File: src/source/datapathPkg.sv
// Datapath widths for the RV64 integer execute stage.
// Imported by every datapath module and by the testbench.
package datapathPkg;

    // full register width and the word-op width
    localparam int XLEN = 64;
    localparam int WLEN = 32;

    // shift amount widths for 64-bit and word shifts
    localparam int SHAMT_BITS  = 6;
    localparam int SHAMTW_BITS = 5;

endpackage

File: src/source/resultStage.sv
// Output stage of the execute unit.
// Sign-extends word results and registers result, zero flag and valid.
`timescale 1ns/1ns

module resultStage
    import datapathPkg::*;
(
    input  logic            clk,
    input  logic            rstN,
    input  logic            decValid,
    input  logic            wordOp,
    input  logic [XLEN-1:0] rawResult,
    input  logic            adderZero,
    output logic            resultValid,
    output logic [XLEN-1:0] result,
    output logic            zero
);

    logic [XLEN-1:0] extResult;

    // bit 31 fills the upper half for word ops
    assign extResult = wordOp ? {{(XLEN-WLEN){rawResult[WLEN-1]}}, rawResult[WLEN-1:0]}
                              : rawResult;

    always_ff @(posedge clk or negedge rstN) begin
        if (!rstN) begin
            resultValid <= 1'b0;
            result      <= '0;
            zero        <= 1'b0;
        end else begin
            resultValid <= decValid;
            if (decValid) begin // hold on bubbles
                result <= extResult;
                zero   <= adderZero;
            end
        end
    end

endmodule

File: config.mk
export PLATFORM = sky130hd
export DESIGN_NAME = resultStage
export DESIGN_NICKNAME = d
export VERILOG_FILES = /design/src/source/datapathPkg.sv /design/src/source/resultStage.sv
export SDC_FILE = /design/constraint.sdc
export NUM_CORES = 1
export LEC_CHECK = 0
export ABC_AREA = 1
export ABC_CLOCK_PERIOD_IN_PS = 800
export BUFFER_PORTS_ARGS = -buffer_cell sky130_fd_sc_hd__buf_4
export CAP_MARGIN = 0
export CORE_MARGIN = 5
export CORE_UTILIZATION = 40
export CTS_CLUSTER_SIZE = 8
export DETAILED_ROUTE_END_ITERATION = 10
export PLACE_DENSITY = 0.71
export SLEW_MARGIN = 20
export SYNTH_ARGS = -nofsm -noshare
export SYNTH_HDL_FRONTEND = slang
export SYNTH_SLANG_ARGS = --single-unit
File: constraint.sdc
create_clock -name clk -period 0.8 [get_ports clk]
set_clock_uncertainty 0.2 [all_clocks]
set_input_delay 0.24 -clock clk [delete_from_list [all_inputs] [get_ports clk]]
set_output_delay 0.24 -clock clk [all_outputs]
set_load 0.02 [all_outputs]
==> metrics.md, run 1 <==
| Metric | Value |
|---|---|
| Outcome | `finished with violations` |
| Failing checks | `hold timing, setup timing` |
| Initial antenna violation count | `0` |
| Clk root buf | `clkbuf_8` |
| Vias in the first global route | `2741` |
| Leak | `2.46 nW` |
| Worst-Skew Late Latency | `~310 ps` |
| Most common cell after layout, fill and taps aside | `nand2_1` |
| DR pass1 iterations | `5` |
| # DRC | `0` |
| Wire per inst | `13.0 µm` |
| Setup CP Type | `reg2out` |
| Worst EP required | `360 ps` |
| Filler instances | `570` |
| Syn_area_per_cell | `8.08 µm²` |
| Total wire length | `7.67 mm` |
| Final ANT Viol Nets | `0` |
| Reg2reg end | `result[57]` |
| Area taken by flip-flops and latches | `around 1700 µm²` |
| Critical Path Source Type | `flop` |
| Core Region | `6830 µm²` |
| Vias post-DR | `2617` |
| Cts bufs inserted | `9` |
| RR Startpoint | `result[57]` |
| Final period utilization | `166%` |
| Fin. max-slew vios | `0` |
| Final TNS setup | `-36470 ps` |
| Post-synthesis register bit count | `66` |
| Slowest CP cell | `dfrtp_2` |
| Layout cell share with drive strength beyond 1 | `54.3%` |
| H-tree depth | `3` |
| Cell area after synthesis | `about 2800 µm²` |
| Fin Hold WS | `-315 ps` |
| Worst Path Arrival | `890 ps` |
| Gr ovfl total | `0` |
| Crit path from | `result[47]` |
| Finished Layout Cells | `590` |
| Die height | `93.8 µm` |
| Area delta synth->final | `63.3%` |
| Initial core utilization | `41.2%` |
| Fin worst setup slack | `-527 ps` |
| FMAX | `0.753 GHz` |
| Flop2flop setup slack | `-240 ps` |
| CTS tree | `built` |
| Total track usage | `17.9%` |
| Global placer's final weighted congestion | `approximately 0.76` |
| Pwr per Cell Area | `1870 nW/µm²` |
| Worst Tran Pin Value | `324 ps` |
| Pin count of the biggest net entering global routing | `66` |
| Top delay family on crit path | `flip-flops` |
| Worst VDD drop | `0.00109 V` |
| Port Buffers | `134` |
| Setup violators final | `131` |
| Area taken by multi-input logic gates | `about 1100 µm²` |
| CTS Sinks | `66` |
| CP bufs+invs | `1` |
| CTS Buffer Depth | `2` |
| Die Span X | `between 90 and 100 µm` |
| Crit path depth | `1` |
| Die Area | `8810 µm²` |
| Min-Delay Path Class | `in2async` |
| Synth cell types | `8` |
| Final Hold Vio Count | `100` |
| CP max FO | `2` |
| R2R depth | `4` |
| Hpwl dp | `between 5 and 6 mm` |
| Placed Cells incl. Taps | `563` |
| Maxcap violations | `0` |
| Nets | `558` |
| CP peak stage delay | `roughly 430 ps` |
| Initial DRC Count | `90` |
| Core Rows | `30` |
| Critical-path cell list | `buf_6` |
| Critical Path Sink Type | `primary output` |
| Syn Nets | `417` |
| Tmin final | `1330 ps` |
| I/O pin cnt | `135` |
| Antenna diodes | `0` |
| RSZ-0062 raised after global routing | `true` |
| Post-synthesis cell count | `348` |
| Post-synthesis sequential area ratio | `58.7%` |
| Setup crit end | `result[47]` |
| Ys Warns | `0` |
| Vias per cell | `4.44` |
| Global-route wire length before repair | `~13 mm` |
| Clk slew on worst S/H paths | `roughly 70 ps` |
| Most frequent cells in the layout | `nand2_1 (222), buf_6 (75), buf_4 (71), dfrtp_2 (65), nand2_2 (37)` |
| Worst slew margin | `78.4%` |
[through the flow]
step                      setup slack, ps  utilization, %  power (mW)  area (µm²)
after floorplan                      -106               -        4.93        3020
after global placement               -300            58.6        5.85        4000
after detailed placement             -316            58.6        5.88        4000
after CTS                            -532            65.7        8.57        4490
after global routing                 -556            67.2        9.02        4590
final                                -527            67.2        8.56        4590
[registers in the layout, indices dropped and copies added (netlist names)]
register	flops
result	64
resultValid	1
zero	1
[power breakdown]
group / switching, mW / internal [mW]
logic: 1.11 / 1.14
clock network: 1.15 / 1.20
registers: 0.256 / 3.72
total: 2.51 / 6.06
[synth_stat cells]
cell / number / share of area, %
nand2_1: 260 / 35
dfrtp_1: 66 / 59
buf_6: 11 / 4.4
buf_4: 4 / 1.1
buf_2: 3 / 0.53
inv_2: 2 / 0.27
buf_1: 1 / 0.13
clkbuf_1: 1 / 0.13
[worst min path at each step]
stage | end | depth (start not counted) | slack [ps]
2_1_floorplan | resultValid | 0 | -260
3_3_place_gp | result[23] | 2 | 30
3_5_place_dp | result[23] | 2 | 30
4_1_cts | result[8] | 2 | -320
5_1_grt | result[8] | 2 | -330
6_report | result[25] | 2 | -320
[kinds of logic after synthesis]
family,count (synthesis),share of synthesized area [%]
AND/OR/NAND/NOR,260,34.7
flip-flops,66,58.7
buffers and inverters,22,6.54
[metal layers]
metal	GRT usage (%)	up-vias	wire length, µm
met5	0	-	0
met4	4.81	0	67
met3	6.81	7	659
met2	28.8	102	3490
met1	22.7	1199	3460
li1	-	1309	-
[final cells by class]
class	instances	share of cell area (%)
Clock buffer	13	3.24
Clock inverter	3	0.327
Inverter	2	0.708
Multi-Input combinational cell	260	23.6
Sequential cell	66	37.7
Tap cell	96	2.62
Timing Repair Buffer	150	31.7
[what timing repair did]
action / 4_1_cts / 5_1_grt
gates resized for setup: 73 / 32
pin swaps: 15 / 8
hold endpoints to repair: 114 / 99
setup endpoints to repair: 131 / 131
buffers inserted: 7 / 9
Note: power is estimated with default switching activity, not from simulation.
==> run 2: changes to the inputs <==
--- a/config.mk
+++ b/config.mk
@@ -6,7 +6,7 @@
 export NUM_CORES = 1
 export LEC_CHECK = 0
 export ABC_AREA = 1
-export ABC_CLOCK_PERIOD_IN_PS = 800
+export ABC_CLOCK_PERIOD_IN_PS = 1150
 export BUFFER_PORTS_ARGS = -buffer_cell sky130_fd_sc_hd__buf_4
 export CAP_MARGIN = 0
 export CORE_MARGIN = 5
==> constraint.sdc (replaced) <==
create_clock -name clk -period 1.15 [get_ports clk]
set_clock_uncertainty 0.2 [all_clocks]
set_input_delay 0.345 -clock clk [delete_from_list [all_inputs] [get_ports clk]]
set_output_delay 0.345 -clock clk [all_outputs]
set_load 0.02 [all_outputs]
==> run 2 against run 1 <==
The flow finishes with violations (setup timing). Wire length increased by 11%. Sequential share of layout area fell by 2.8 points. Via count up 7.9%. Utilization rose by 2.0 points. Sequential cell count is the same. Sequential power fell by 32%. Die area unchanged. Total power down 25%. Combinational power decreased by 25%. Clock power down 15%. Count of clock-buffer cells in the layout did not move.
==> metrics.md, run 2 (synthesis results as in run 1) <==
| Metric | Value |
|---|---|
| Final core occ | `approximately 70%` |
| FMAX | `0.700 GHz` |
| Final period utilization | `124%` |
| Leak | `2.74 nW` |
| Critical-path cell list | `buf_6` |
| # DRC | `0` |
| Tmin final | `1430 ps` |
| CTS Sinks | `66` |
| Min-Delay Path Class | `in2reg` |
| H-tree depth | `3` |
| Port Buffers | `134` |
| Worst Path Arrival | `between 800 and 900 ps` |
| Total wire length | `8.50 mm` |
| Final ANT Viol Nets | `0` |
| Die height | `93.8 µm` |
| Die Area | `8810 µm²` |
| Critical Path Sink Type | `primary output` |
| Final Total Pwr | `6.39 mW` |
| CP max FO | `2` |
| CP peak stage delay | `410 ps` |
| Vias post-DR | `2824` |
| Most common cell after layout, fill and taps aside | `nand2_1` |
| Final Hold Vio Count | `0` |
| Area taken by multi-input logic gates | `976 µm²` |
| Global-route wire length before repair | `13.4 mm` |
| Outcome | `finished with violations` |
| Vias per cell | `4.49` |
| DR pass1 iterations | `4` |
| Antenna diodes | `0` |
| Setup violators final | `66` |
| Layout cell share with drive strength beyond 1 | `roughly two fifths` |
| Total track usage | `19.2%` |
| Placed Cells incl. Taps | `570` |
| Pwr per Cell Area | `1350 nW/µm²` |
| RSZ-0062 raised after global routing | `true` |
| Design area | `4730 µm²` |
| Slowest CP cell | `dfrtp_1` |
| Placed cell areas | `about 4000 µm²` |
| Final TNS setup | `-16390 ps` |
| Initial antenna violation count | `0` |
| Wire per inst | `13.5 µm` |
| Worst VDD drop | `0.000728 V` |
| Worst EP required | `600 ps` |
| Most frequent cells in the layout | `nand2_1 (260), buf_4 (115), buf_6 (66), dfrtp_1 (66), clkbuf_8 (12)` |
| CP bufs+invs | `1` |
| Setup CP Type | `reg2out` |
| Area delta synth->final | `68.1%` |
| Vias in the first global route | `2872` |
| Fin. max-slew vios | `0` |
| Die Span X | `93.8 µm` |
| Biggest regs | `result (64), resultValid (1), zero (1)` |
| CTS tree | `built` |
| Top reg by flops | `result` |
| Gr ovfl total | `0` |
| Global placer's final weighted congestion | `roughly 0.80` |
| CTS Buffer Depth | `2` |
| Filler instances | `~550` |
| Core Rows | `30` |
| Area taken by flip-flops and latches | `1650 µm²` |
| Critical Path Source Type | `flop` |
| Initial DRC Count | `116` |
| Maxcap violations | `0` |
| Top delay family on crit path | `flip-flops` |
| Max reg flops | `64` |
| Finished Layout Cells | `between 600 and 700` |
| Worst slew margin | `82.4%` |
| I/O pin cnt | `around 140` |
| Clk slew on worst S/H paths | `approximately 70 ps` |
| Nets | `598` |
| Hpwl dp | `5.53 mm` |
| Worst Tran Pin Value | `264 ps` |
| Failing checks | `setup timing` |
| Initial core utilization | `41.2%` |
| Clk root buf | `clkbuf_8` |
| Worst-Skew Late Latency | `320 ps` |
| Cts bufs inserted | `9` |
| Core Region | `6830 µm²` |
| Pin count of the biggest net entering global routing | `43` |
| Fin worst setup slack | `-278 ps` |
==> run 2: cell count changes in the layout (fill, tap and decap cells not counted), sizes merged <==
cell and delta:
buf +38, dlygate4sd3 +2, clkinv -2, bufinv +1
==> run 2: layout make-up <==
| class | instances | area share [%] |
|---|---|---|
| inverter | 2 | 0.159 |
| tap | 96 | 2.54 |
| clock inverter | 2 | 0.741 |
| sequential | 66 | 34.9 |
| timing repair buffer | 190 | 37.4 |
| multi-input combinational | 260 | 20.7 |
| clock buffer | 13 | 3.57 |
==> run 2: repair_timing <==
action / CTS / global route
gates resized for setup: 66 / 0
endpoints found under the setup margin: 66 / 66
hold buffers: 2 / 0
setup buffers: 16 / 26
gates cloned: 0 / 0
endpoints found under the hold margin: 67 / 0
==> run 2: where the power goes <==
part	total, mW	leakage [nW]	switching [mW]	internal [mW]
sequential	2.71	0.810	0.168	2.54
combinational	1.69	1.82	0.785	0.902
clock	1.99	0.106	0.826	1.17
total	6.39	2.74	1.78	4.61
==> run 2: metrics by stage <==
step,hold slack (ps),setup WS [ps]
3_3_place_gp,133,-104
5_1_grt,1.55,-317
3_5_place_dp,135,-129
4_1_cts,0.225,-291
6_report,17.2,-278
2_1_floorplan,-151,78.3
==> run 2: final timing paths <==
| kind | from | end | slack [ps] | depth (start not counted) |
|---|---|---|---|---|
| setup / recovery | result[43] | result[43] | -280 | 1 |
| hold / removal | rawResult[17] | result[17] | 20 | 3 |
| setup reg to reg | result[58] | result[58] | 80 | 4 |
| hold reg to reg | result[31] | result[31] | 290 | 2 |
| max in group asynchronous | rstN | result[34] | 220 | 3 |
| min in group asynchronous | rstN | zero | 340 | 3 |
==> run 2: routing by layer <==
layer | vias to the layer above | GRT usage, % | part of all wire (%) | routed length (µm)
li1 | 1398 | - | - | -
met1 | 1313 | 24.8 | 44 | 3710
met2 | 103 | 31.5 | 49 | 4190
met3 | 10 | 4.41 | 5.8 | 496
met4 | 0 | 6.98 | 1.2 | 101
met5 | - | 0 | 0 | 0
==> run 2: tightest hold or removal path, stage by stage <==
cell and delay (ps):
buf_4 70, nand2_1 40, nand2_1 50
